`config.mk`:
```
export PLATFORM = sky130hd
export DESIGN_NAME = dcache_line_merge
export DESIGN_NICKNAME = d
export VERILOG_FILES = /design/src/hdl/dcache_pkg.sv /design/src/hdl/dcache_line_merge.sv
export SDC_FILE = /design/constraint.sdc
export NUM_CORES = 1
export LEC_CHECK = 0
export CAP_MARGIN = 20
export CORE_AREA = 2 2 119 121
export DETAILED_ROUTE_END_ITERATION = 16
export DIE_AREA = 0 0 121 123
export DONT_BUFFER_PORTS = 1
export GPL_TIMING_DRIVEN = 0
export SYNTH_ARGS = -nofsm -noshare
export SYNTH_HDL_FRONTEND = slang
export SYNTH_SLANG_ARGS = --single-unit
```
`constraint.sdc`:
```
create_clock -name vclk -period 0.8
set_input_delay 0 -clock vclk [all_inputs]
set_output_delay 0 -clock vclk [all_outputs]
set_load 0.01 [all_outputs]
```
`src/hdl/dcache_pkg.sv`:
```
package dcache_pkg;

    // cache geometry
    localparam int ADDR_WIDTH = 32;
    localparam int NWAY = 2;
    // few sets so that conflicting tags appear early
    localparam int NSET = 16;
    localparam int LINE_WIDTH = 128;
    localparam int WORDS_PER_LINE = LINE_WIDTH / 32;

    // address split: tag | index | byte offset
    localparam int OFFSET_WIDTH = $clog2(LINE_WIDTH / 8);
    localparam int INDEX_WIDTH = $clog2(NSET);
    localparam int TAG_WIDTH = ADDR_WIDTH - INDEX_WIDTH - OFFSET_WIDTH;

    // cpu side
    typedef logic [ADDR_WIDTH-1:0] addr_t;
    typedef logic [31:0] word_t;
    typedef logic [3:0] strb_t;

    // line storage
    typedef logic [LINE_WIDTH-1:0] line_t;
    typedef logic [LINE_WIDTH/8-1:0] line_strb_t;

    // tag array
    typedef logic [TAG_WIDTH-1:0] tag_t;
    typedef logic [INDEX_WIDTH-1:0] index_t;

    // one bit per way
    typedef logic [NWAY-1:0] way_sel_t;

    // lookup and miss handling
    typedef enum logic [2:0] {
        IDLE,
        LOOKUP,
        WRITEBACK_REQ,
        WRITEBACK_WAIT,
        REFILL_REQ,
        REFILL_WAIT
    } ctrl_state_e;

endpackage

```
`src/hdl/dcache_line_merge.sv`:
```
`timescale 1ns/1ps

module dcache_line_merge (
    input  dcache_pkg::line_t        base_line_i,
    input  logic [1:0]               offset_i,
    input  dcache_pkg::strb_t        wstrb_i,
    input  dcache_pkg::word_t        wdata_i,
    output dcache_pkg::line_t        line_o,
    output dcache_pkg::line_strb_t   line_be_o
);

    always_comb begin
        line_o = base_line_i;
        line_be_o = '0;
        for (int w = 0; w < dcache_pkg::WORDS_PER_LINE; w++) begin
            // only the addressed word takes the store bytes
            if (offset_i == w[1:0]) begin
                for (int b = 0; b < 4; b++) begin
                    if (wstrb_i[b]) begin
                        line_o[w*32 + b*8 +: 8] = wdata_i[b*8 +: 8];
                        line_be_o[w*4 + b] = 1'b1;
                    end
                end
            end
        end
    end

endmodule

```
Yosys cells after proc, flatten, opt, wreduce, memory -nomap -nowiden
Index checks and enable logic that the tools add are counted.
Storage, ports and cells
  flip-flop bits (word level): 0
  output and inout bits: 144
Cells by class
  reduce and logical (&&, ||, !) cells: 1
  equal/unequal tests: 3
  muxes and demuxes: 28
Operators with widths (number)
  $mux 32: 4
  $mux 8: 16
  $mux 4: 4
  $eq 2x2->1 const B: 2
  $mux 1: 4
  $eq 2x1->1 const B: 1
  $logic_not 2->1: 1

Depth between registers and ports, before layout
  depth after elaboration: 2
  depth in mapped cells: 3
  mapped depth without buffers: 2

Worst setup path before layout
No wires, ideal clock.
  kind: input port to output port
  start: input port offset_i[1]
  end: output port line_o[0]
  cell stages on the path: 3
  setup slack: 0.027 ns
  data required time: 0.800 ns
  arrival time: 0.773 ns
  cell sequence: nor3b_1 buf_2 mux2_2
On the way
  cells in the longest elaborated chain, start to end: 2
Ends and longest elaborated chain
  start, declared: line dcache_line_merge.sv:5  | input logic [1:0] offset_i,
  $logic_not 2->1: line dcache_line_merge.sv:17  | if (offset_i == w[1:0]) begin
  $mux 32: line dcache_line_merge.sv:17
  end, declared: line dcache_line_merge.sv:8  | output dcache_pkg::line_t line_o,
No other way between the ends.

Worst setup path in the final report
  start: input port offset_i[1]
  end: output port line_o[99]
On the way
  cells in the longest elaborated chain, start to end: 2
Ends and longest elaborated chain (line)
  $eq 2x2->1: dcache_line_merge.sv:17
  $mux 32: dcache_line_merge.sv:17
No other way between the ends.

==> impl_results.md <==
* Outcome: finished, violations left
* Failing checks: setup timing
* Total wire length at 8960 um
* Final setup viols at 23
* Worst VDD drop at approximately 90 uV
* Largest area contributor in the netlist: mux2_2
* Vias in the first global route at 1532
* Antenna violations before repair at 0
* Top cells by area, synth: mux2_2 (83%), nand3b_4 (4.6%), inv_1 (2.6%)
* F_max at 1170 MHz
* Hold Fails Final Rpt at 0
* DRC violations left at 0
* Crit path cell chain: buf_8 -> nand3_2 -> mux2_2
* Cell row count at 43
* Largest net degree at the start of global routing at 11
* Synthesis warning total at 0
* Half-perimeter wire length after placement at about 7600 um
* Max cap viols at 0
* Sequential cell area at 0 um2
* Drt first pass iters at 3
* Antenna cell count at 0
* Core Area at 0.0136 mm2
* CP Class: input pin to primary output
* CP max FO at 11
* Chip height at 123 um
* Post-Synthesis Cells at 162
* Post-synth net total at 328
* Fillers at roughly 1500
* CTS Hold Buffers Added at 0
* Critical path startpoint category: input pin
* Critical Path Max Stage Delay at 0.42 ns
* DR WL/cell at 26.0 um
* Hold Path End: line_o[21]
* Synth top area share at 83.4%
* CP Capture Type: primary output
* Initial detailed-routing violation count at 15
* Initial cell density of the core at 12.7%
* Final min period at 0.855 ns
* Worst-Margin Slew at 0.304 ns
* Hold Crit Start: wdata_i[21]
* Share of layout cells above drive strength 1 at between 90% and 100%
* Nets at 333
* Worst slew margin at 79.7%
* Worst hold-check path type: input pin to primary output
* Fin crit share at 107%
* Sequential-to-total area share from yosys stat at 0%
* GRT Util Overall at 9.63%
* Die ar. at 0.0149 mm2
* Yosys cell types at 9
* Final Worst Setup Slack at -0.0552 ns
* RSZ-0062 raised after global routing: true
* Arrival @ worst endpoint at 0.86 ns
* Vias post-DR at approximately 1500
* Setup_tns at -0.431 ns
* Pre-CTS setup slack at -0.113 ns
* Mapped Avg Cell Area at 10.7 um2
* CP max-delay cell: mux2_2
* Power density cells at 565 mW/mm2
* Netlist Area Pre-Place at 0.00173 mm2
* IO Port Bufs at 0
* Fin cells at 345
* Overflow after GRT at 0
* I/O Pins at 310
* Critical Path RT at around 0.80 ns
* Min Hold Slack at 0.137 ns
* Worst path bufs/invs at 1
* Worst Hold Path Cells at 1
* Pleak at 0.906 nW
* # clk buffers at 0
* Sequential cell count at 0
* Vias per cell at between 4 and 5
* First-pass GRT wire length at 10700 um
* Placer Congestion at 0.981
* Multi-input logic area at around 0.0018 mm2
* Number of max-slew violations in the final report at 0
* Die X at 121 um
* Most numerous cell in the Yosys netlist: mux2_2
* Syn-to-layout area delta at 24.1%
* Pwr Total at 1.21 mW
* DP Cell Count at 342
* Post-synth top cells: mux2_2 (128), inv_1 (12)
* Delay-heaviest family, CP: multiplexers
* Post-route ant nets at 0
## layout by cell type (no fill, tap or decap), types with 2 or more instances in the layout
cell / netlist / final
buf_6: 2 / 2
buf_4: 2 / 4
nand3_2: 4 / 3
nand3b_2: 4 / 2
inv_1: 12 / 12
mux2_2: 128 / 104
nand3b_4: 4 / 7
mux2_4: 0 / 24
nor3b_1: 4 / 2
## metal layers
layer	part of all wire [%]	GRT usage [%]	up-vias
met2	52	18.1	149
met5	0	0	-
met3	11	2.77	2
met4	0.59	0.581	0
li1	-	-	630
met1	37	11.3	737
## worst max path at each step
stage / cells past startpoint / to / from / slack [ns]
2_1_floorplan: 3 / line_o[0] / offset_i[1] / 0.03
3_3_place_gp: 3 / line_o[12] / offset_i[1] / -0.11
3_5_place_dp: 3 / line_o[115] / offset_i[1] / -0.11
4_1_cts: 3 / line_o[99] / offset_i[1] / -0.09
5_1_grt: 3 / line_o[67] / offset_i[1] / -0.11
6_report: 3 / line_o[99] / offset_i[1] / -0.06
## cells by family (layout without fill, tap and decap cells)
group / Yosys count / after routing / synth area share [%]
AND/OR/NAND/NOR: 16 / 17 / 11.3
buffers and inverters: 18 / 20 / 5.35
multiplexers: 128 / 128 / 83.4
## report_power, final
group          total (mW)  internal (mW)  switching [mW]
sequential              0              0               0
clock                   0              0               0
combinational        1.21          0.566           0.645
total                1.21          0.566           0.645
## what timing repair did
action,4_1_cts,5_1_grt
endpoints found under the hold margin,0,0
endpoints found under the setup margin,116,112
cloned,0,2
resized for setup,13,27
setup buffers,1,0
## layout make-up
cell class / instances / area share, %
Buffer: 6 / 3.38
Inverter: 12 / 2.10
Multi-Input combinational cell: 145 / 83.3
Tap cell: 180 / 10.5
Timing Repair Buffer: 2 / 0.700
## per-stage QoR
step	utilization, %	cell area (um2)
after floorplan	-	1730
after global placement	14.4	1950
after detailed placement	14.4	1950
after CTS	14.8	2010
after global routing	15.8	2150
final	15.8	2150
Note: power is estimated with default switching activity, not from simulation.
