### src/hdl/dcache_pkg.sv
package dcache_pkg;

    // cache geometry
    localparam int ADDR_WIDTH = 32;
    localparam int NWAY = 2;
    // few sets so that conflicting tags appear early
    localparam int NSET = 16;
    localparam int LINE_WIDTH = 128;
    localparam int WORDS_PER_LINE = LINE_WIDTH / 32;

    // address split: tag | index | byte offset
    localparam int OFFSET_WIDTH = $clog2(LINE_WIDTH / 8);
    localparam int INDEX_WIDTH = $clog2(NSET);
    localparam int TAG_WIDTH = ADDR_WIDTH - INDEX_WIDTH - OFFSET_WIDTH;

    // cpu side
    typedef logic [ADDR_WIDTH-1:0] addr_t;
    typedef logic [31:0] word_t;
    typedef logic [3:0] strb_t;

    // line storage
    typedef logic [LINE_WIDTH-1:0] line_t;
    typedef logic [LINE_WIDTH/8-1:0] line_strb_t;

    // tag array
    typedef logic [TAG_WIDTH-1:0] tag_t;
    typedef logic [INDEX_WIDTH-1:0] index_t;

    // one bit per way
    typedef logic [NWAY-1:0] way_sel_t;

    // lookup and miss handling
    typedef enum logic [2:0] {
        IDLE,
        LOOKUP,
        WRITEBACK_REQ,
        WRITEBACK_WAIT,
        REFILL_REQ,
        REFILL_WAIT
    } ctrl_state_e;

endpackage

### src/hdl/dcache_data_ram.sv
`timescale 1ns/1ps

module dcache_data_ram (
    input  logic                                        clk,
    input  dcache_pkg::way_sel_t                        wr_way_i,
    input  dcache_pkg::index_t                          rd_index_i,
    input  dcache_pkg::index_t                          wr_index_i,
    input  dcache_pkg::line_strb_t                      wr_be_i,
    input  dcache_pkg::line_t                           wr_data_i,
    output dcache_pkg::line_t [dcache_pkg::NWAY-1:0]    rd_data_o
);

    localparam int NBYTES = dcache_pkg::LINE_WIDTH / 8;

    // one bank per way
    for (genvar w = 0; w < dcache_pkg::NWAY; w++) begin : g_way
        dcache_pkg::line_t line_mem [dcache_pkg::NSET];

        // byte lanes written only where enabled
        always_ff @(posedge clk) begin
            if (wr_way_i[w]) begin
                for (int b = 0; b < NBYTES; b++) begin
                    if (wr_be_i[b]) begin
                        line_mem[wr_index_i][b*8 +: 8] <= wr_data_i[b*8 +: 8];
                    end
                end
            end
        end

        // registered read port
        always_ff @(posedge clk) begin
            rd_data_o[w] <= line_mem[rd_index_i];
        end
    end

endmodule

### config.mk
export PLATFORM = sky130hd
export DESIGN_NAME = dcache_data_ram
export DESIGN_NICKNAME = d
export VERILOG_FILES = /design/src/hdl/dcache_pkg.sv /design/src/hdl/dcache_data_ram.sv
export SDC_FILE = /design/constraint.sdc
export NUM_CORES = 2
export LEC_CHECK = 0
export BUFFER_PORTS_ARGS = -buffer_cell sky130_fd_sc_hd__buf_2
export CAP_MARGIN = 20
export CORE_MARGIN = 1
export CORE_UTILIZATION = 53
export CTS_BUF_LIST = sky130_fd_sc_hd__clkbuf_4
export DETAILED_ROUTE_END_ITERATION = 16
export PLACE_DENSITY = 0.69
export SLEW_MARGIN = 20
export SYNTH_ARGS = -nofsm -noshare
export SYNTH_HDL_FRONTEND = slang
export SYNTH_SLANG_ARGS = --single-unit
export TNS_END_PERCENT = 20
### constraint.sdc
create_clock -name clk -period 5.8 [get_ports clk]
set_input_delay 1.16 -clock clk [delete_from_list [all_inputs] [get_ports clk]]
set_output_delay 1.16 -clock clk [all_outputs]
set_load 0.02 [all_outputs]
Word level (Yosys, flattened, before mapping)

Memories as Yosys holds them, arrays and structs flattened. A register that Yosys moved wholly into a read port is not among the register bits.
Index checks and enable logic that the tools add are counted.

Bits in writable memories: 4,096
Word-level logic and storage cells: 82
Memories kept: 2
Bits in registers: 0

Mux-type cells: 80

Memory list:

| name              | words | bits a word | read ports | clocked after Yosys merged registers in | wr ports | line                  | source |
|---|---|---|---|---|---|---|---|
| g_way[0].line_mem | 16    | 128         | 1          | 1                                       | 1        | dcache_data_ram.sv:17 | `dcache_pkg::line_t line_mem [dcache_pkg::NSET];` |
| g_way[1].line_mem | 16    | 128         | 1          | 1                                       | 1        | dcache_data_ram.sv:17 |  |

Operators by type and width:

| kind   | count |
|---|---|
| $mux 1 | 80 |

Logic depth before layout (Yosys ltp)

Depth after elaboration: 3
Mapped depth: 8

Worst setup path before layout

OpenSTA, ideal clock, no wires.

Path type: in2reg
Start point: input wr_way_i[1]
End point: memory g_way[1].line_mem[10][100] (netlist name), enable pin
Stages: 5
Path slack: 2.985 ns
Buffers on the path: 3
Arrival time: 2.445 ns
Cell sequence: clkbuf_1 -> clkbuf_1 -> nand2_1 -> clkbuf_1 -> nor2_1

Word-level cells in the longest chain between the ends: 2

RTL lines:

| element                      | line                  | source |
|---|---|---|
| start, declared              | dcache_data_ram.sv:5  | `input dcache_pkg::way_sel_t wr_way_i,` |
| $mux 1                       | dcache_data_ram.sv:21 | `if (wr_way_i[w]) begin` |
| $mux 1 (not written as such) | dcache_data_ram.sv:24 | `line_mem[wr_index_i][b*8 +: 8] <= wr_data_i[b*8 +: 8];` |
| end, declared                | dcache_data_ram.sv:17 |  |

No other way between the ends.

Worst setup path in the final report

Start point: register rd_data_o[254] (netlist name), read port of g_way[1].line_mem
End point: output rd_data_o[254] (netlist name)

RTL lines:

| element         | line                  | source |
|---|---|---|
| start, declared | dcache_data_ram.sv:10 | `output dcache_pkg::line_t [dcache_pkg::NWAY-1:0] rd_data_o` |

No word-level cell between the ends.

==> results.sh <==
export IMPL_tritoncts="yes"
export IMPL_routabilityCongestion=0.8325
export IMPL_vdd_drop_max_mv=0.2591
export IMPL_dr_pass1_iters=6
export IMPL_synth_top_area_cell="edfxtp_1"
export IMPL_placed_cell_area_mm2=0.1679
export IMPL_synth_cell_area_mm2=0.1615
export IMPL_cp_max_fo=7
export IMPL_cts_setup_buffers=0
export IMPL_core_rowCount=202
export IMPL_clockBufferDepth=5
export IMPL_yosysTopAreaCellShare_pct=76.16
export IMPL_hold_path_startpoint="wr_data_i[0]"
export IMPL_clock_skew_ns=0.1116
export IMPL_crit_family="flip-flops"
export IMPL_grt_pass1_vias=84920
export IMPL_synth_area_leaders="edfxtp_1 76%, mux4_2 13%, dfxtp_1 3.2%"
export IMPL_r2r_start="g_way[0].line_mem[11][52]"
export IMPL_vias=83370
export IMPL_fin_nets=8869
export IMPL_r2r_setup_slack_ns=4.10
export IMPL_yosys_top_cells_count="4096 x edfxtp_1, 928 x mux4_2, 522 x nor2_1, 391 x a22oi_1, 256 x dfxtp_1"
export IMPL_arrival_ns=2.63
export IMPL_die_w_um=554.0
export IMPL_min_path_type="in2reg"
export IMPL_yosysWarnings=0
export IMPL_drt_wl_total_mm=420.1
export IMPL_synth_seq_cells=4352
export IMPL_post_drt_wl_per_cell_um=31.07
export IMPL_period_needed_ns=3.793
export IMPL_vias_per_cell=6.166
export IMPL_finalHoldViolCount=0
export IMPL_cts_inserted_buffers=1146
export IMPL_regArea_mm2=0.1281
export IMPL_cp_start_kind="flop"
export IMPL_cap_violations=0
export IMPL_route_met3_wl_mm=43.54
export IMPL_worst_setup_path_end_kind="output port"
export IMPL_async_flop_share_pct=0
export IMPL_synthCells=7367
export IMPL_htreeDepth=7
export IMPL_required_ns=4.64
export IMPL_die_h_um=554.0
export IMPL_top_layer="met5"
export IMPL_synthFlopType="edfxtp_1"
export IMPL_tightest_slew_ns=1.168
export IMPL_critical_path_class="reg2out"
export IMPL_grt_pass1_wl_mm=602.0
export IMPL_wl_met1_mm=158.6
export IMPL_status="finished, final reports clean"
export IMPL_critPathLaunch="rd_data_o[254]"
export IMPL_hold_ws_ns=0.1631
export IMPL_grtUsageTotal_pct=27.77
export IMPL_grt_start_max_net_pins=127
export IMPL_cts_root_buf="clkbuf_4"
export IMPL_ant_nets=0
export IMPL_portBuffers=410
export IMPL_max_stage_delay_ns=0.75
export IMPL_multi_input_area_mm2=0.03137
export IMPL_clkSinkCount=4352
export IMPL_finalInstanceArea_mm2=0.1832
export IMPL_grt_ovfl_total=0
export IMPL_relSlewSlack_pct=21.94
export IMPL_p_leak_uw=0.06014
export IMPL_io_pins=411
export IMPL_yosys_cell_count_top_type="edfxtp_1"
export IMPL_core_mm2=0.3030
export IMPL_dieArea_mm2=0.3069
export IMPL_ys_seq_area_share_pct=79.33
export IMPL_drive_gt1_share_pct=35.33
export IMPL_slowest_stage="dfxtp_1"
export IMPL_drt_initial_drc_count=10330
export IMPL_drc_errors=0
export IMPL_finalSetupViolations=0
export IMPL_path_buf_inv=1
export IMPL_syn_avg_cell_area_um2=21.92
export IMPL_rsz0062_at_grt="no"
export IMPL_antenna_found_initial=40
export IMPL_fmax_ghz=0.2637
export IMPL_met2_length_mm=204.8
export IMPL_slew_violations=0
export IMPL_place_hpwl_mm=244.0
export IMPL_syn_num_nets=7522
export IMPL_power_uw=64670
export IMPL_power_density_mw_per_mm2=353.0
export IMPL_path_clk_slew_ns=0.07
export IMPL_initial_core_util_pct=53.30
export IMPL_clkLatencyLatePin_ns=1.71
export IMPL_area_growth_synth_to_final_pct=13.42
export IMPL_synth_distinct_cells=27
export IMPL_synth_edf_count=4096
export IMPL_nFillCells=21360
export IMPL_cp_cell_sequence="buf_2"
export IMPL_post_route_period_util_pct=65.39
export IMPL_fin_tns_setup_ns=0
[final cells by class]
type / count / share of cell area, %
Tap cell: 3978 / 2.717
Sequential cell: 4352 / 69.94
Multi-Input combinational cell: 2570 / 17.12
Antenna cell: 43 / 0.05874
Clock inverter: 297 / 0.9132
Timing Repair Buffer: 644 / 2.529
Clock buffer: 1638 / 6.713
[stage by stage]
stage	utilization [%]	std cells	setup WS, ns
floorplan	-	7367	2.985
global placement	55.38	11420	1.266
detailed placement	55.40	11420	1.200
CTS	60.41	13480	1.883
global route	60.44	13510	1.927
finish	60.45	13520	2.007
[registers in the layout (all words and copies together), names as in the netlist]
register and cells:
rd_data_o 256, g_way.line_mem 4096
[cells in the final DEF, fill, tap and decap left out, drive strengths merged]
cell	n
nand4	1
dlygate4sd3	123
o22a	25
mux4	928
inv	23
clkinvlp	2
mux2i	75
o21ai	51
buf	521
edfxtp	4096
nand3	6
bufinv	19
a221oi	15
diode	43
and2	4
o22ai	10
mux2	157
nand2	208
or2	1
clkinv	253
clkbuf	1638
dfxtp	256
o221ai	71
a221o	5
nor2	522
nand2b	18
nor2b	82
a22oi	391
[routing by layer]
| layer | global-route usage, % | vias up |
|---|---|---|
| met4 | 11.41 | 14 |
| met3 | 6.638 | 767 |
| met5 | 0 | - |
| met1 | 37.83 | 43230 |
| met2 | 43.50 | 5267 |
| li1 | - | 34090 |
[what timing repair did]
item | 4_1_cts | 5_1_grt
resized for setup | 0 | 0
hold endpoints to repair | 2273 | 0
hold buffers | 123 | 0
[final timing paths]
kind / end / cells after the start
max: rd_data_o[254] / 1
min: g_way[1].line_mem[11][0] / 1
max reg2reg: rd_data_o[52] / 3
min reg2reg: rd_data_o[87] / 3
[logic make-up after synthesis]
logic type             Yosys count  synth area share (%)
AND/OR/NAND/NOR                842                 2.126
flip-flops                    4352                 79.33
multiplexers                  1160                 14.50
AO/OA/AOI/OAI                  568                 2.647
buffers and inverters          445                 1.398
[where the power goes]
part / switching (uW) / internal (uW) / leakage [uW] / total, uW
sequential: 260 / 34900 / 0.0391 / 35100
combinational: 2430 / 1210 / 0.0127 / 3640
clock: 12100 / 13800 / 0.00839 / 25900
Power figures use the tool's default switching activity.
