--- config.mk ---
export PLATFORM = sky130hd
export DESIGN_NAME = dcache_tag_ram
export DESIGN_NICKNAME = d
export VERILOG_FILES = /design/src/hdl/dcache_pkg.sv /design/src/hdl/dcache_tag_ram.sv
export SDC_FILE = /design/constraint.sdc
export NUM_CORES = 1
export LEC_CHECK = 0
export BUFFER_PORTS_ARGS = -buffer_cell sky130_fd_sc_hd__buf_2
export CAP_MARGIN = 25
export CORE_AREA = 5 5 242 244
export CTS_CLUSTER_DIAMETER = 200
export DETAILED_ROUTE_END_ITERATION = 16
export DIE_AREA = 0 0 247 249
export PLACE_DENSITY = 0.84
export SLEW_MARGIN = 20
export SYNTH_ARGS = -nofsm -noshare
export SYNTH_HDL_FRONTEND = slang
export SYNTH_SLANG_ARGS = --single-unit
--- constraint.sdc ---
create_clock -name clk -period 2.7 [get_ports clk]
set_input_delay 0 -clock clk [delete_from_list [all_inputs] [get_ports clk]]
set_output_delay 0 -clock clk [all_outputs]
set_load 0.02 [all_outputs]
--- src/hdl/dcache_pkg.sv ---
package dcache_pkg;

    // cache geometry
    localparam int ADDR_WIDTH = 32;
    localparam int NWAY = 2;
    // few sets so that conflicting tags appear early
    localparam int NSET = 16;
    localparam int LINE_WIDTH = 128;
    localparam int WORDS_PER_LINE = LINE_WIDTH / 32;

    // address split: tag | index | byte offset
    localparam int OFFSET_WIDTH = $clog2(LINE_WIDTH / 8);
    localparam int INDEX_WIDTH = $clog2(NSET);
    localparam int TAG_WIDTH = ADDR_WIDTH - INDEX_WIDTH - OFFSET_WIDTH;

    // cpu side
    typedef logic [ADDR_WIDTH-1:0] addr_t;
    typedef logic [31:0] word_t;
    typedef logic [3:0] strb_t;

    // line storage
    typedef logic [LINE_WIDTH-1:0] line_t;
    typedef logic [LINE_WIDTH/8-1:0] line_strb_t;

    // tag array
    typedef logic [TAG_WIDTH-1:0] tag_t;
    typedef logic [INDEX_WIDTH-1:0] index_t;

    // one bit per way
    typedef logic [NWAY-1:0] way_sel_t;

    // lookup and miss handling
    typedef enum logic [2:0] {
        IDLE,
        LOOKUP,
        WRITEBACK_REQ,
        WRITEBACK_WAIT,
        REFILL_REQ,
        REFILL_WAIT
    } ctrl_state_e;

endpackage

--- src/hdl/dcache_tag_ram.sv ---
`timescale 1ns/1ps

module dcache_tag_ram (
    input  logic                                       clk,
    input  logic                                       rst,
    input  dcache_pkg::index_t                         rd_index_i,
    input  dcache_pkg::way_sel_t                       wr_way_i,
    input  dcache_pkg::index_t                         wr_index_i,
    input  dcache_pkg::tag_t                           wr_tag_i,
    input  logic                                       wr_valid_i,
    input  logic                                       wr_dirty_i,
    output dcache_pkg::tag_t [dcache_pkg::NWAY-1:0]    rd_tag_o,
    output dcache_pkg::way_sel_t                       rd_valid_o,
    output dcache_pkg::way_sel_t                       rd_dirty_o
);

    dcache_pkg::tag_t tag_mem [dcache_pkg::NWAY][dcache_pkg::NSET];
    logic dirty_mem [dcache_pkg::NWAY][dcache_pkg::NSET];
    logic [dcache_pkg::NSET-1:0] valid_q [dcache_pkg::NWAY];

    // tag and dirty bits, plain storage
    always_ff @(posedge clk) begin
        for (int w = 0; w < dcache_pkg::NWAY; w++) begin
            if (wr_way_i[w]) begin
                tag_mem[w][wr_index_i] <= wr_tag_i;
                dirty_mem[w][wr_index_i] <= wr_dirty_i;
            end
            rd_tag_o[w] <= tag_mem[w][rd_index_i];
            rd_dirty_o[w] <= dirty_mem[w][rd_index_i];
        end
    end

    // valid bits start cleared
    always_ff @(posedge clk) begin
        if (rst) begin
            for (int w = 0; w < dcache_pkg::NWAY; w++) begin
                valid_q[w] <= '0;
            end
            rd_valid_o <= '0;
        end else begin
            for (int w = 0; w < dcache_pkg::NWAY; w++) begin
                if (wr_way_i[w]) begin
                    valid_q[w][wr_index_i] <= wr_valid_i;
                end
                // old value when the same set is written at this edge
                rd_valid_o[w] <= valid_q[w][rd_index_i];
            end
        end
    end

endmodule

* Word-level counts from Yosys, hierarchy flattened
Memory sizes are Yosys's and may differ from the RTL's.
Cells that the tools add are included.
** Word-level totals
- RAM bits :: 832
- Memories kept :: 3
- Bits in registers :: 52
- Word-level logic and storage cells :: 115
- Output and inout bits :: 52
- Bits of input ports :: 38
** Memory list
- tag_mem :: depth 2, width 384, rd ports 2, clocked after memory_dff 0, write ports 2, line dcache_tag_ram.sv:17 : dcache_pkg::tag_t tag_mem [dcache_pkg::NWAY][dcache_pkg::NSET];
- dirty_mem :: depth 2, width 16, rd ports 2, clocked after memory_dff 0, write ports 2, line dcache_tag_ram.sv:18 : logic dirty_mem [dcache_pkg::NWAY][dcache_pkg::NSET];
- valid_q :: depth 2, width 16, rd ports 2, clocked after memory_dff 0, write ports 2, line dcache_tag_ram.sv:19 : logic [dcache_pkg::NSET-1:0] valid_q [dcache_pkg::NWAY];
** Operators by class
- Order comparisons :: 6
- Bitwise gates (word level) :: 34
- Reduce and logical (&&, ||, !) cells :: 2
- Multiplexer cells :: 66
** Operator list (count)
- $mux W384 :: 2
- $bmux W24 S4 :: 2
- $mux W24 :: 5
- $demux W24 S4 :: 1
- $mux W16 :: 4
- $mux W1 :: 46
- $or A1 B1 Y1 :: 32
- $bmux W1 S4 :: 4
- $ge A5 B5 Y1 const B :: 2
- $lt A4 B5 Y1 const B :: 2
- $not A4 Y5 :: 2
- $demux W1 S4 :: 2
- $lt A5 B1 Y1 const B :: 1
- $ge A4 B1 Y1 const B :: 1
- $logic_and A1 B1 Y1 :: 2

* Logic depth before layout (Yosys ltp)
- Depth after elaboration :: 6
- Gate-level depth with buffers :: 8
- Gate-level depth less buffers :: 4

* Least setup slack after synthesis
No wires, ideal clock.
- Kind :: in2reg
- Start point :: input wr_index_i[0]
- End point :: memory valid_q[0][12] in the netlist's numbering (enable)
- Stages on the path :: 4
- Setup slack :: 0.573 ns
- Arrival time :: 1.833 ns
- Library setup time :: 0.294 ns
- Path buffers :: 1
- Data required time :: 2.406 ns
- Cells stage by stage :: or2_2 clkbuf_1 nor2_1 or2_2
** RTL lines
- start: declaration :: line dcache_tag_ram.sv:8 : input dcache_pkg::index_t wr_index_i,
- end: declaration :: line dcache_tag_ram.sv:19

==> out/metrics.cfg <==
[status]
status=completed

[clocking]
cts_tree=done
cts_setup_buffers=0
clockRootBuffer=clkbuf_16
clock_path_buffers=3
clock-sinks=884
clkLatencyLatePin_ps=630
cts_made_buffers=82
path_clk_slew_ps=60
h-tree-depth=3

[sta]
hold_viol=0
slew_violations=0
max_slew_margin=0.4580
clock.fmax_mhz=471.7
fin_crit_ps=2120
setup_viol=0
final.setup.tns_ps=0
fin_ws_ps=580.2
finalCritPeriodShare=0.7851
rsz0062_at_grt=no
skew_ps=22.06
worst_pin_slew_ps=812.9

[synthesis]
ys_warn_count=0
synth.most_common_cell=edfxtp_1
synthSimpleGateAreaFrac=0.02131
synth-compound-area-share=0.02427
synth_mux_area_frac=0.1431
synthXorXnorAreaFrac=0
synth_largest_area_cell=edfxtp_1
synth_area_per_cell_um2=22.74
synth_edf_count=832
synth_cell_types=21
synthAdderAreaFrac=0
synth_common_cells=edfxtp_1, mux4_2, a22oi_1
ys_seq_elements=884
synthFlopType=edfxtp_1
ys_seq_area_frac=0.7986
synth_cells=1433
yosysTopAreaCellShare=0.7667
synth_top_family_by_area=multiplexers
syn-num-nets=1471
async_reset_ff_frac=0
synth.area.top_cells=edfxtp_1, mux4_2, dfxtp_1, a22oi_1, nand2_1
netlist_area_um2=32590

[finish]
fillCellCount=3325
nNetsFinal=1664
syn_to_final_growth_pct=15.40
utilization=0.6708
finalNonFillerCells=2451
regArea_um2=26030
design_area_um2=37610
multi_input_area_um2=6369
drive_gt1_frac=0.3221

[placed_design]
dp_hpwl_mm=41.34
port_buffers=89
dp_cells=2268
place_congestion=0.8003
place_ws_ps=817.1
placed_area_um2=34590

[grt]
grt_pass1_vias=17030
grt_max_degree=53
antenna_found_initial=3
grt_pass1_wl_mm=113.6
track_usage=0.2561
gr-total-overflow=0

[routing]
antenna_left=0
dr.pass1.iters=5
viasPerCell=6.508
wl_per_cell_um=31.85
topRoutingLayerUsed=met5
drc=0
wl_met3_mm=6.834
drt-met1-wl_mm=26.60
met2_length_mm=41.29
first_iter_violations=2176
vias=15950
wirelength_mm=78.06

[floorplanning]
io_pins=90
rows=87
fp.dieArea_um2=61500
core_area_um2=56060
die_w_um=247
dieHeight_um=249
initial_core_util=0.5813

[worst_setup_path]
critPathCaptureType=flip-flop
crit_type=reg -> reg
critPathMaxFanout=1
cp-start-kind=flip-flop
cp.arrival_ps=2690
worstPathRequired_ps=3270

[power]
max-vdd-ir-drop_v=0.0009658
power.density_nw_per_um2=766.0
p_leak_nw=12.24

[run]
max_cap_violations=0

[min_path]
hold_path_class=in -> reg

## per-layer routing
layer | GRT usage | up-vias
met5 | 0 | -
met4 | 0.09740 | 2
met3 | 0.05333 | 232
met2 | 0.4413 | 1004
met1 | 0.3235 | 8319
li1 | - | 6394
## report_power, final
group	internal (mW)	switching (mW)	leakage (nW)
logic	0.620	0.992	2.94
clock network	6.78	4.90	1.32
registers	15.4	0.139	7.97
total	22.8	6.03	12.2
## path summary, 6_finish.rpt
| check | start | to | slack, ps | cells past startpoint |
|---|---|---|---|---|
| worst max-delay path | valid_q[0][25]$_DFFE_PP_ | rd_valid_o[1]$_SDFF_PP0_ | 580 | 6 |
| worst min-delay path | rd_index_i[0] | rd_tag_o[41]$_DFF_P_ | 30 | 4 |
| worst max register to register | valid_q[0][25]$_DFFE_PP_ | rd_valid_o[1]$_SDFF_PP0_ | 580 | 6 |
| worst min register to register | tag_mem[0][691]$_DFFE_PP_ | rd_tag_o[43]$_DFF_P_ | 670 | 3 |
## cell families (layout without fill, tap and decap cells)
kind of cell | after synthesis | in the layout
DFF | 884 | 884
muxes | 216 | 216
and+or+nand+nor | 150 | 150
AOI/OAI and AO/OA | 106 | 106
buffers and inverters | 77 | 336
other | 0 | 3
## metrics by stage
stage,total power [mW],hold WS (ps)
floorplan,16.65,98.87
global placement,17.27,417.9
detailed placement,17.35,416.4
CTS,28.94,8.954
global route,29.72,40.58
finish,28.81,34.75
## worst max-delay path, cell delays in order, from the launching register on
cell           delay (ps)
edfxtp_1              360
mux2i_1                80
a22oi_1               230
nand4_1               110
dlygate4sd3_1         570
a21oi_1               150
dlygate4sd3_1         560
## cells in the final DEF (no fill, tap or decap)
| cell | instances |
|---|---|
| nor2_1 | 3 |
| clkinv_2 | 13 |
| buf_4 | 44 |
| diode_2 | 3 |
| dfxtp_1 | 52 |
| and2_2 | 1 |
| or2_2 | 33 |
| buf_12 | 23 |
| nand3_1 | 6 |
| bufinv_16 | 9 |
| buf_8 | 1 |
| buf_2 | 87 |
| nor2b_1 | 4 |
| mux4_2 | 200 |
| nor3b_2 | 1 |
| clkinv_1 | 13 |
| a21oi_1 | 2 |
| dlygate4sd3_1 | 30 |
| clkbuf_16 | 85 |
| nand4_1 | 2 |
| inv_6 | 4 |
| nor2_2 | 10 |
| nand2b_1 | 2 |
| a22oi_1 | 104 |
| nor2b_4 | 2 |
| clkbuf_8 | 6 |
| nand4b_1 | 2 |
| nand2_1 | 61 |
| mux2i_1 | 16 |
| nor2_4 | 23 |
| clkinvlp_4 | 3 |
| clkbuf_1 | 18 |
| edfxtp_1 | 832 |
## timing repair
item / 4_1_cts / 5_1_grt
hold buffers: 30 / 0
resized for setup: 0 / 0
hold endpoints to repair: 803 / 0
## final cells by class
cell class | count | share of cell area
sequential | 884 | 0.6920
multi-input combinational | 472 | 0.1693
clock buffer | 108 | 0.06019
timing repair buffer | 186 | 0.04135
tap | 756 | 0.02515
clock inverter | 42 | 0.01174
antenna | 3 | 0.0001996
## flip-flops by register name, indices dropped and copies added, names as in the netlist
| name | count |
|---|---|
| valid_q | 32 |
| rd_tag_o | 48 |
| rd_valid_o | 2 |
| dirty_mem | 32 |
| rd_dirty_o | 2 |
| tag_mem | 768 |
Power figures use the tool's default switching activity.
