`src/hdl/dcache_pkg.sv`:
```
package dcache_pkg;

    // cache geometry
    localparam int ADDR_WIDTH = 32;
    localparam int NWAY = 2;
    // few sets so that conflicting tags appear early
    localparam int NSET = 16;
    localparam int LINE_WIDTH = 128;
    localparam int WORDS_PER_LINE = LINE_WIDTH / 32;

    // address split: tag | index | byte offset
    localparam int OFFSET_WIDTH = $clog2(LINE_WIDTH / 8);
    localparam int INDEX_WIDTH = $clog2(NSET);
    localparam int TAG_WIDTH = ADDR_WIDTH - INDEX_WIDTH - OFFSET_WIDTH;

    // cpu side
    typedef logic [ADDR_WIDTH-1:0] addr_t;
    typedef logic [31:0] word_t;
    typedef logic [3:0] strb_t;

    // line storage
    typedef logic [LINE_WIDTH-1:0] line_t;
    typedef logic [LINE_WIDTH/8-1:0] line_strb_t;

    // tag array
    typedef logic [TAG_WIDTH-1:0] tag_t;
    typedef logic [INDEX_WIDTH-1:0] index_t;

    // one bit per way
    typedef logic [NWAY-1:0] way_sel_t;

    // lookup and miss handling
    typedef enum logic [2:0] {
        IDLE,
        LOOKUP,
        WRITEBACK_REQ,
        WRITEBACK_WAIT,
        REFILL_REQ,
        REFILL_WAIT
    } ctrl_state_e;

endpackage

```
`src/hdl/dcache_ctrl.sv`:
```
`timescale 1ns/1ps

module dcache_ctrl (
    input  logic                                       clk,
    input  logic                                       rst,
    // cpu request
    input  logic                                       req_i,
    input  dcache_pkg::addr_t                          addr_i,
    input  dcache_pkg::strb_t                          wstrb_i,
    input  dcache_pkg::word_t                          wdata_i,
    output logic                                       ready_o,
    output logic                                       data_ok_o,
    output dcache_pkg::word_t                          rdata_o,
    // ram read side
    input  dcache_pkg::tag_t [dcache_pkg::NWAY-1:0]    rd_tag_i,
    input  dcache_pkg::way_sel_t                       rd_valid_i,
    input  dcache_pkg::way_sel_t                       rd_dirty_i,
    input  dcache_pkg::line_t [dcache_pkg::NWAY-1:0]   rd_data_i,
    output dcache_pkg::index_t                         rd_index_o,
    // ram write side
    output dcache_pkg::way_sel_t                       wr_way_o,
    output dcache_pkg::index_t                         wr_index_o,
    output dcache_pkg::tag_t                           wr_tag_o,
    output logic                                       wr_valid_o,
    output logic                                       wr_dirty_o,
    output dcache_pkg::line_strb_t                     wr_be_o,
    output dcache_pkg::line_t                          wr_data_o,
    // line merge
    input  dcache_pkg::line_t                          merge_line_i,
    input  dcache_pkg::line_strb_t                     merge_be_i,
    output dcache_pkg::line_t                          merge_base_o,
    output logic [1:0]                                 merge_offset_o,
    output dcache_pkg::strb_t                          merge_wstrb_o,
    output dcache_pkg::word_t                          merge_wdata_o,
    // memory port
    output logic                                       mem_req_o,
    output logic                                       mem_we_o,
    output dcache_pkg::addr_t                          mem_addr_o,
    output dcache_pkg::line_t                          mem_wdata_o,
    input  logic                                       mem_ack_i,
    input  dcache_pkg::line_t                          mem_rdata_i
);

    dcache_pkg::ctrl_state_e state_q, state_d;

    dcache_pkg::addr_t req_addr_q;
    dcache_pkg::strb_t req_wstrb_q;
    dcache_pkg::word_t req_wdata_q;
    dcache_pkg::index_t req_index;
    dcache_pkg::tag_t req_tag;
    logic is_store;

    dcache_pkg::way_sel_t hit_way, victim_way, victim_q;
    dcache_pkg::line_t hit_line, victim_line;
    dcache_pkg::tag_t victim_tag;
    logic hit, victim_dirty, victim_found;
    logic [15:0] lfsr_q;

    assign req_index = req_addr_q[dcache_pkg::OFFSET_WIDTH +: dcache_pkg::INDEX_WIDTH];
    assign req_tag = req_addr_q[dcache_pkg::ADDR_WIDTH-1 -: dcache_pkg::TAG_WIDTH];
    assign is_store = |req_wstrb_q;

    // request capture, payload only
    always_ff @(posedge clk) begin
        if (state_q == dcache_pkg::IDLE && req_i) begin
            req_addr_q <= addr_i;
            req_wstrb_q <= wstrb_i;
            req_wdata_q <= wdata_i;
        end
        if (state_q == dcache_pkg::LOOKUP) begin
            victim_q <= victim_way;
        end
    end

    // ram is read with the incoming address while idle, then held on the request
    assign rd_index_o = (state_q == dcache_pkg::IDLE)
        ? addr_i[dcache_pkg::OFFSET_WIDTH +: dcache_pkg::INDEX_WIDTH] : req_index;

    // tag compare and victim pick
    always_comb begin
        hit_line = '0;
        victim_way = '0;
        victim_found = 1'b0;
        for (int w = 0; w < dcache_pkg::NWAY; w++) begin
            hit_way[w] = rd_valid_i[w] && (rd_tag_i[w] == req_tag);
            if (hit_way[w]) begin
                hit_line = rd_data_i[w];
            end
            if (!rd_valid_i[w] && !victim_found) begin
                victim_way[w] = 1'b1;
                victim_found = 1'b1;
            end
        end
        // all ways valid, random way
        if (!victim_found) begin
            victim_way = dcache_pkg::way_sel_t'(1) << lfsr_q[0];
        end
    end

    assign hit = |hit_way;
    assign victim_dirty = |(victim_way & rd_valid_i & rd_dirty_i);

    // victim line and tag for the write-back
    always_comb begin
        victim_line = '0;
        victim_tag = '0;
        for (int w = 0; w < dcache_pkg::NWAY; w++) begin
            if (victim_q[w]) begin
                victim_line = rd_data_i[w];
                victim_tag = rd_tag_i[w];
            end
        end
    end

    // x^16 + x^14 + x^13 + x^11 + 1
    always_ff @(posedge clk) begin
        if (rst) begin
            lfsr_q <= 16'hace1;
        end else begin
            lfsr_q <= {lfsr_q[14:0], lfsr_q[15] ^ lfsr_q[13] ^ lfsr_q[12] ^ lfsr_q[10]};
        end
    end

    always_ff @(posedge clk) begin
        if (rst) begin
            state_q <= dcache_pkg::IDLE;
        end else begin
            state_q <= state_d;
        end
    end

    always_comb begin
        state_d = state_q;
        case (state_q)
            dcache_pkg::IDLE: begin
                if (req_i) begin
                    state_d = dcache_pkg::LOOKUP;
                end
            end
            dcache_pkg::LOOKUP: begin
                if (hit) begin
                    state_d = dcache_pkg::IDLE;
                end else if (victim_dirty) begin
                    state_d = dcache_pkg::WRITEBACK_REQ;
                end else begin
                    state_d = dcache_pkg::REFILL_REQ;
                end
            end
            dcache_pkg::WRITEBACK_REQ: state_d = dcache_pkg::WRITEBACK_WAIT;
            dcache_pkg::WRITEBACK_WAIT: begin
                if (mem_ack_i) begin
                    state_d = dcache_pkg::REFILL_REQ;
                end
            end
            dcache_pkg::REFILL_REQ: state_d = dcache_pkg::REFILL_WAIT;
            dcache_pkg::REFILL_WAIT: begin
                if (mem_ack_i) begin
                    state_d = dcache_pkg::IDLE;
                end
            end
            default: state_d = dcache_pkg::IDLE;
        endcase
    end

    // ram writes: store hit in lookup, full line on refill
    always_comb begin
        wr_way_o = '0;
        wr_valid_o = 1'b0;
        wr_dirty_o = 1'b0;
        wr_be_o = '0;
        merge_base_o = hit_line;
        if (state_q == dcache_pkg::LOOKUP) begin
            if (hit && is_store) begin
                wr_way_o = hit_way;
                wr_valid_o = 1'b1;
                wr_dirty_o = 1'b1;
                wr_be_o = merge_be_i;
            end
        end else if (state_q == dcache_pkg::REFILL_WAIT) begin
            merge_base_o = mem_rdata_i;
            if (mem_ack_i) begin
                wr_way_o = victim_q;
                wr_valid_o = 1'b1;
                wr_dirty_o = is_store;
                wr_be_o = '1;
            end
        end
    end

    assign wr_index_o = req_index;
    assign wr_tag_o = req_tag;
    assign wr_data_o = merge_line_i;

    assign merge_offset_o = req_addr_q[dcache_pkg::OFFSET_WIDTH-1 -: 2];
    assign merge_wstrb_o = req_wstrb_q;
    assign merge_wdata_o = req_wdata_q;

    // cpu response
    assign ready_o = (state_q == dcache_pkg::IDLE);
    assign data_ok_o = (state_q == dcache_pkg::LOOKUP && hit)
        || (state_q == dcache_pkg::REFILL_WAIT && mem_ack_i);
    assign rdata_o = merge_line_i[merge_offset_o*32 +: 32];

    // memory request, one cycle in each request state
    assign mem_req_o = (state_q == dcache_pkg::WRITEBACK_REQ)
        || (state_q == dcache_pkg::REFILL_REQ);
    assign mem_we_o = (state_q == dcache_pkg::WRITEBACK_REQ);
    assign mem_addr_o = mem_we_o
        ? {victim_tag, req_index, {dcache_pkg::OFFSET_WIDTH{1'b0}}}
        : {req_tag, req_index, {dcache_pkg::OFFSET_WIDTH{1'b0}}};
    assign mem_wdata_o = victim_line;

endmodule

```
`config.mk`:
```
export PLATFORM = sky130hd
export DESIGN_NAME = dcache_ctrl
export DESIGN_NICKNAME = d
export VERILOG_FILES = /design/src/hdl/dcache_pkg.sv /design/src/hdl/dcache_ctrl.sv
export SDC_FILE = /design/constraint.sdc
export NUM_CORES = 1
export LEC_CHECK = 0
export BUFFER_PORTS_ARGS = -buffer_cell sky130_fd_sc_hd__buf_2
export CAP_MARGIN = 30
export CORE_AREA = 5 5 458 460
export DETAILED_ROUTE_END_ITERATION = 8
export DIE_AREA = 0 0 463 465
export GPL_ROUTABILITY_DRIVEN = 0
export GPL_TIMING_DRIVEN = 1
export REMOVE_ABC_BUFFERS = 1
export SYNTH_ARGS = -nofsm -noshare
export SYNTH_HDL_FRONTEND = slang
export SYNTH_SLANG_ARGS = --single-unit
```
`constraint.sdc`:
```
create_clock -name clk -period 3 [get_ports clk]
set_clock_uncertainty 0.05 [all_clocks]
set_input_delay 0.3 -clock clk [delete_from_list [all_inputs] [get_ports clk]]
set_output_delay 0.3 -clock clk [all_outputs]
set_load 0.02 [all_outputs]
```
# Word level (Yosys, flattened, before mapping)
# Cells that the tools add are included.
word_totals:
  wordCells: 73
  in_bits: 652
  register_bits: 89
  out_inout_bits: 542
op_classes:
  reduce_logical: 15
  eq_ne: 10
  muxes: 35
  n_bitwise: 5
  shift: 2
ops:
  columns: ["operator", "count"]
  rows:
  - ["128-bit two-way mux", 6]
  - ["128-bit by 8-bit indexed part select with 32-bit output", 1]
  - ["16-bit two-way mux", 4]
  - ["24-bit == test", 2]
  - ["24-bit two-way mux", 2]
  - ["32-bit two-way mux", 1]
  - ["3-bit case mux with 6 select lines", 1]
  - ["3-bit two-way mux", 5]
  - ["1-bit two-way mux", 10]
  - ["2-bit two-way mux", 5]
  - ["1-bit logical AND", 7]
  - ["3-bit by 2-bit == test with 1-bit output (second input constant)", 2]
  - ["3-bit == test (second input constant)", 2]
  - ["2-bit != test (second input constant)", 3]
  - ["2-bit AND", 2]
  - ["4-bit two-way mux", 1]
  - ["2-bit OR reduction", 2]
  - ["4-bit OR reduction", 1]
  - ["3-bit by 1-bit == test with 1-bit output (second input constant)", 1]
  - ["3-bit zero test", 1]
  - ["3-bit AND reduction", 1]
  - ["1-bit XOR", 3]
  - ["1-bit logical OR", 2]
  - ["1-bit by 1-bit << shifter with 2-bit output (first input constant)", 1]
  - ["1-bit zero test", 1]

# Logic depth before layout (Yosys ltp)
depth:
  word_depth: 10
  mapped_depth: 8
  ltp_nobuf: 6

# Worst setup path after synthesis
# OpenSTA, ideal clock, no wires.
synth_timing:
  path_kind: "register to register"
  start: "reg state_q[2]"
  end: "reg req_wdata_q[0] (netlist: merge_wdata_o[0]) (enable)"
  stages_incl_launch_ff: 3
  arrival_ns: 2.825
  setup_ns: 0.431
  synth_period_minus_slack_ns: 3.306
  slack_ns: -0.306
  t_required_ns: 2.519
  path_buffers: 0
  path_cell_list: "dfxtp_1 -> nor3_1 -> and2_1"
synth_via:
  elab_chain_len: 2
synth_lines:
  columns: ["element", "line_no", "text"]
  rows:
  - ["from (decl)", "dcache_ctrl.sv:44", "dcache_pkg::ctrl_state_e state_q, state_d;"]
  - ["from (signal assigned)", "dcache_ctrl.sv:126", "state_q <= dcache_pkg::IDLE;"]
  - ["from (signal assigned)", "dcache_ctrl.sv:128", "state_q <= state_d;"]
  - ["3-bit zero test", null, null]
  - ["via ready_o", "dcache_ctrl.sv:11", "output logic ready_o,"]
  - ["1-bit logical AND", "dcache_ctrl.sv:65", "if (state_q == dcache_pkg::IDLE && req_i) begin"]
  - ["to (signal assigned)", "dcache_ctrl.sv:68", "req_wdata_q <= wdata_i;"]
  - ["to (decl)", "dcache_ctrl.sv:48", "dcache_pkg::word_t req_wdata_q;"]
# The timed path passes the listed nets, and every way through them passes these cells.
# A chain may end at the register's enable or synchronous reset.

# Worst setup path in the final report
layout_timing:
  start: "reg req_addr_q[18]"
  end: "out merge_base_o[0]"
layout_via:
  elab_chain_len: 6
  elab_cells_between_ends: 8
  classes_between: "eq/ne (2); mux (4); reduce/logical (2)"
layout_lines:
  columns: ["element", "line_no", "text"]
  rows:
  - ["from (decl)", "dcache_ctrl.sv:46", "dcache_pkg::addr_t req_addr_q;"]
  - ["from (signal assigned)", "dcache_ctrl.sv:66", "req_addr_q <= addr_i;"]
  - ["24-bit == test", "dcache_ctrl.sv:85", "hit_way[w] = rd_valid_i[w] && (rd_tag_i[w] == req_tag);"]
  - ["1-bit logical AND", "dcache_ctrl.sv:85", null]
  - ["128-bit two-way mux", "dcache_ctrl.sv:86", "if (hit_way[w]) begin"]
  - ["128-bit two-way mux *", "dcache_ctrl.sv:86", null]
  - ["128-bit two-way mux", "dcache_ctrl.sv:179", "end else if (state_q == dcache_pkg::REFILL_WAIT) begin"]
  - ["128-bit two-way mux *", "dcache_ctrl.sv:172", "if (state_q == dcache_pkg::LOOKUP) begin"]
  - ["to (decl)", "dcache_ctrl.sv:31", "output dcache_pkg::line_t merge_base_o,"]
# Mark *: on every way between the ends. The rest lies on a longest branch, timed or not.

==> metrics.md <==
| Metric | Value |
|---|---|
| Setup ws final | -0.141 ns |
| Average wire per standard cell | ~38 um |
| R2R Setup Slk | between 0.7 and 0.8 ns |
| Die area | between 200000 and 250000 um2 |
| Status | finished with violations |
| EDFF count, synth | 68 |
| Dpl cell area | between 15000 and 20000 um2 |
| Fin crit share | 105% |
| Number of global-route vias before repair | about 15k |
| Initial DRC Count | between 1.5k and 2k |
| Global route overflow | 0 |
| Yosys top cell area share | 19.6% |
| TritonCTS Sinks | 87 |
| Failing checks | negative setup slack |
| Async SR Flop Fraction | 0% |
| Min-delay worst type | in -> reg |
| CP required | around 2.7 ns |
| Layout area overhead | 111% |
| Netlist cell types | 39 |
| Clock-pin slew on the worst setup and hold paths | about 0.08 ns |
| Initial antenna violation count | between 400 and 500 |
| Crit. Startpoint | req_addr_q[18] |
| Die width | 463 um |
| Sequential area share after synthesis | between 20% and 30% |
| Worst r2r src | req_addr_q[8] |
| Clock latency on the worst-skew pair | roughly 0.41 ns |
| Post-Syn Instances | between 1k and 1.5k |
| Crit start category | flop |
| Nets | 3007 |
| CTS root buf | clkbuf_16 |
| Area contributors post-synth | edfxtp_1 20%, nand2_1 15%, o211ai_2 14% |
| Largest area contributor in the synthesized netlist | edfxtp_1 |
| DR DRC count | 0 |
| Most frequent cells in the layout | 1039 x buf_2, 387 x nand2_1, 127 x a22o_1 |
| HPWL Detailed | approximately 180000 um |
| Gr usage total | 17.0% |
| Worst Setup EP | merge_base_o[0] |
| Total number of vias | around 18k |
| CTS tree | built |
| Max Freq | 318 MHz |
| Max FO, Critical Path | 49 |
| Pin count of the biggest net entering global routing | between 80 and 90 |
| Pwr per Cell Area | ~300 nW/um2 |
| Slew @ Worst Pin | 0.657 ns |
| RSZ-0062 raised after global routing | yes |
| Share of layout cells above drive strength 1 | roughly 65% |
| Worst vdd ir | about 320 uV |
| Reg2reg end | state_q[2] |
| TritonCTS Buffers | 9 |
| Max-slew headroom | 56.2% |
| Most common cell after layout, fill and taps aside | buf_2 |
| Final wirelength | between 150000 and 200000 um |
| Placement Rows | about 170 |
| Design area | between 20000 and 25000 um2 |
| Hold Vio Cnt, Final | 0 |
| Cell leakage power | 9.89 nW |
| Initial DRT Pass Iterations | 5 |
| Min Tclk post-route | roughly 3.1 ns |
| Final core occ | between 10% and 20% |
| Number of synthesized register bits | 87 |
| # port buffers | roughly 1.2k |
| Crit path kind | reg -> out |
| Starting density of the core | 5.08% |
| ANT nets after route | 0 |
| Mean post-synth cell area | ~8.3 um2 |
| Max-slew violation count | 0 |
| Kind of end point of the critical path | primary output |
| Synth warn | 0 |
| Max_cap viols | 0 |
| Core area | a little over 200000 um2 |
| Setup Viol. Count Final | between 100 and 150 |
| Worst endpoint data arrival time | 2.79 ns |
| First-pass GRT wire length | approximately 230000 um |
| Longest Clk Path Bufs | 2 |
| Die Ht | approximately 470 um |
| Syn Std Cell Area | around 10000 um2 |
| I/O pin count | ~1.2k |
| FF-to-FF path depth | 10 |
| Total power draw | between 6 and 7 mW |
| Vias per cell | 3.42 |
| H-tree Lvls | 3 |
| Commonest register cell after synthesis | edfxtp_1 |
-- routing by layer --
layer	vias to the layer above	GRT usage (%)	share of wire (%)
met2	1774	27.5	44
met3	836	15.7	19
met4	292	4.12	4.0
met5	-	0	0.98
li1	6727	-	-
met1	7956	15.7	31
-- where the power goes --
| part | switching [mW] | internal, mW | total, mW |
|---|---|---|---|
| clock | 0.718 | 0.600 | 1.32 |
| combinational | 2.34 | 1.31 | 3.65 |
| sequential | 0.0891 | 1.44 | 1.53 |
-- flip-flops by register name (all words and copies together), names as in the netlist --
signal and flops:
lfsr_q 16, victim_q 2, req_addr_q 30, state_q 3
merge_wstrb_o 4, merge_wdata_o 32
-- worst min path at each step --
stage,startpoint,endpoint,cells past startpoint
2_1_floorplan,rst,lfsr_q[1],1
3_3_place_gp,lfsr_q[5],lfsr_q[6],1
3_5_place_dp,lfsr_q[6],lfsr_q[7],1
4_1_cts,addr_i[15],req_addr_q[15],1
5_1_grt,addr_i[15],req_addr_q[15],1
6_report,addr_i[15],req_addr_q[15],1
-- area by class of cell --
cell class / instances / area [um2]
fillers: 24000 / 184000
repair buffers: 1336 / 8630
multi-input cells: 916 / 7000
well taps: 2704 / 3380
flip-flops and latches: 87 / 2420
clock buffers: 9 / 225
diodes: 84 / 210
clock inverters: 7 / 81.3
inverters: 5 / 18.8
-- what timing repair did --
item | 4_1_cts | 5_1_grt
gates resized for setup | 218 | 140
endpoints found under the hold margin | 63 | 0
setup endpoints to repair | 148 | 149
setup buffers | 12 | 10
hold buffers | 63 | 0
gates cloned | 3 | 11
pin swaps | 34 | 53
-- cell usage after synthesis (8+ instances only) --
library cell,count
a21oi_1,25
nand4_1,16
clkbuf_1,71
xnor2_1,47
mux4_2,32
a22oi_1,24
nor2_1,31
nor2b_1,8
o211ai_1,9
edfxtp_1,68
dfxtp_1,19
buf_2,12
buf_6,13
a31o_2,16
nand2_1,404
or2_2,8
a22o_1,127
buf_4,145
o211ai_2,119
-- cells by family (layout without fill, tap and decap cells) --
group	Yosys count	after routing	synth area share [%]
other	1	88	0.0359
multiplexers	38	38	7.55
AO/OA/AOI/OAI	332	332	30.6
buffers and inverters	250	1357	15.3
XOR/XNOR	51	51	4.28
AND/OR/NAND/NOR	491	491	19.0
flip-flops	87	87	23.2
-- through the flow --
stage | setup TNS, ns | instances | worst slack (ns) | hold slack [ns]
after detailed placement | 0 | 4949 | 0.116 | 0.344
after global placement | 0 | 4949 | 0.155 | 0.343
after CTS | -9.56 | 5043 | -0.126 | 0.00178
after floorplan | -1178.21 | 1008 | -5.28 | 0.317
final | -7.97 | 5148 | -0.141 | 0.0454
after global routing | -23.75 | 5098 | -0.234 | 0.0168
-- critical path, stage by stage, from the launching register on --
cell      delay (ns)
edfxtp_1        0.50
xnor2_1         0.22
buf_4           0.16
nand4_1         0.09
nor3_2          0.22
nand3_1         0.14
a21o_4          0.27
buf_16          0.20
o211ai_1        0.25
buf_4           0.22
No activity file was read; power rests on OpenSTA's default activity.
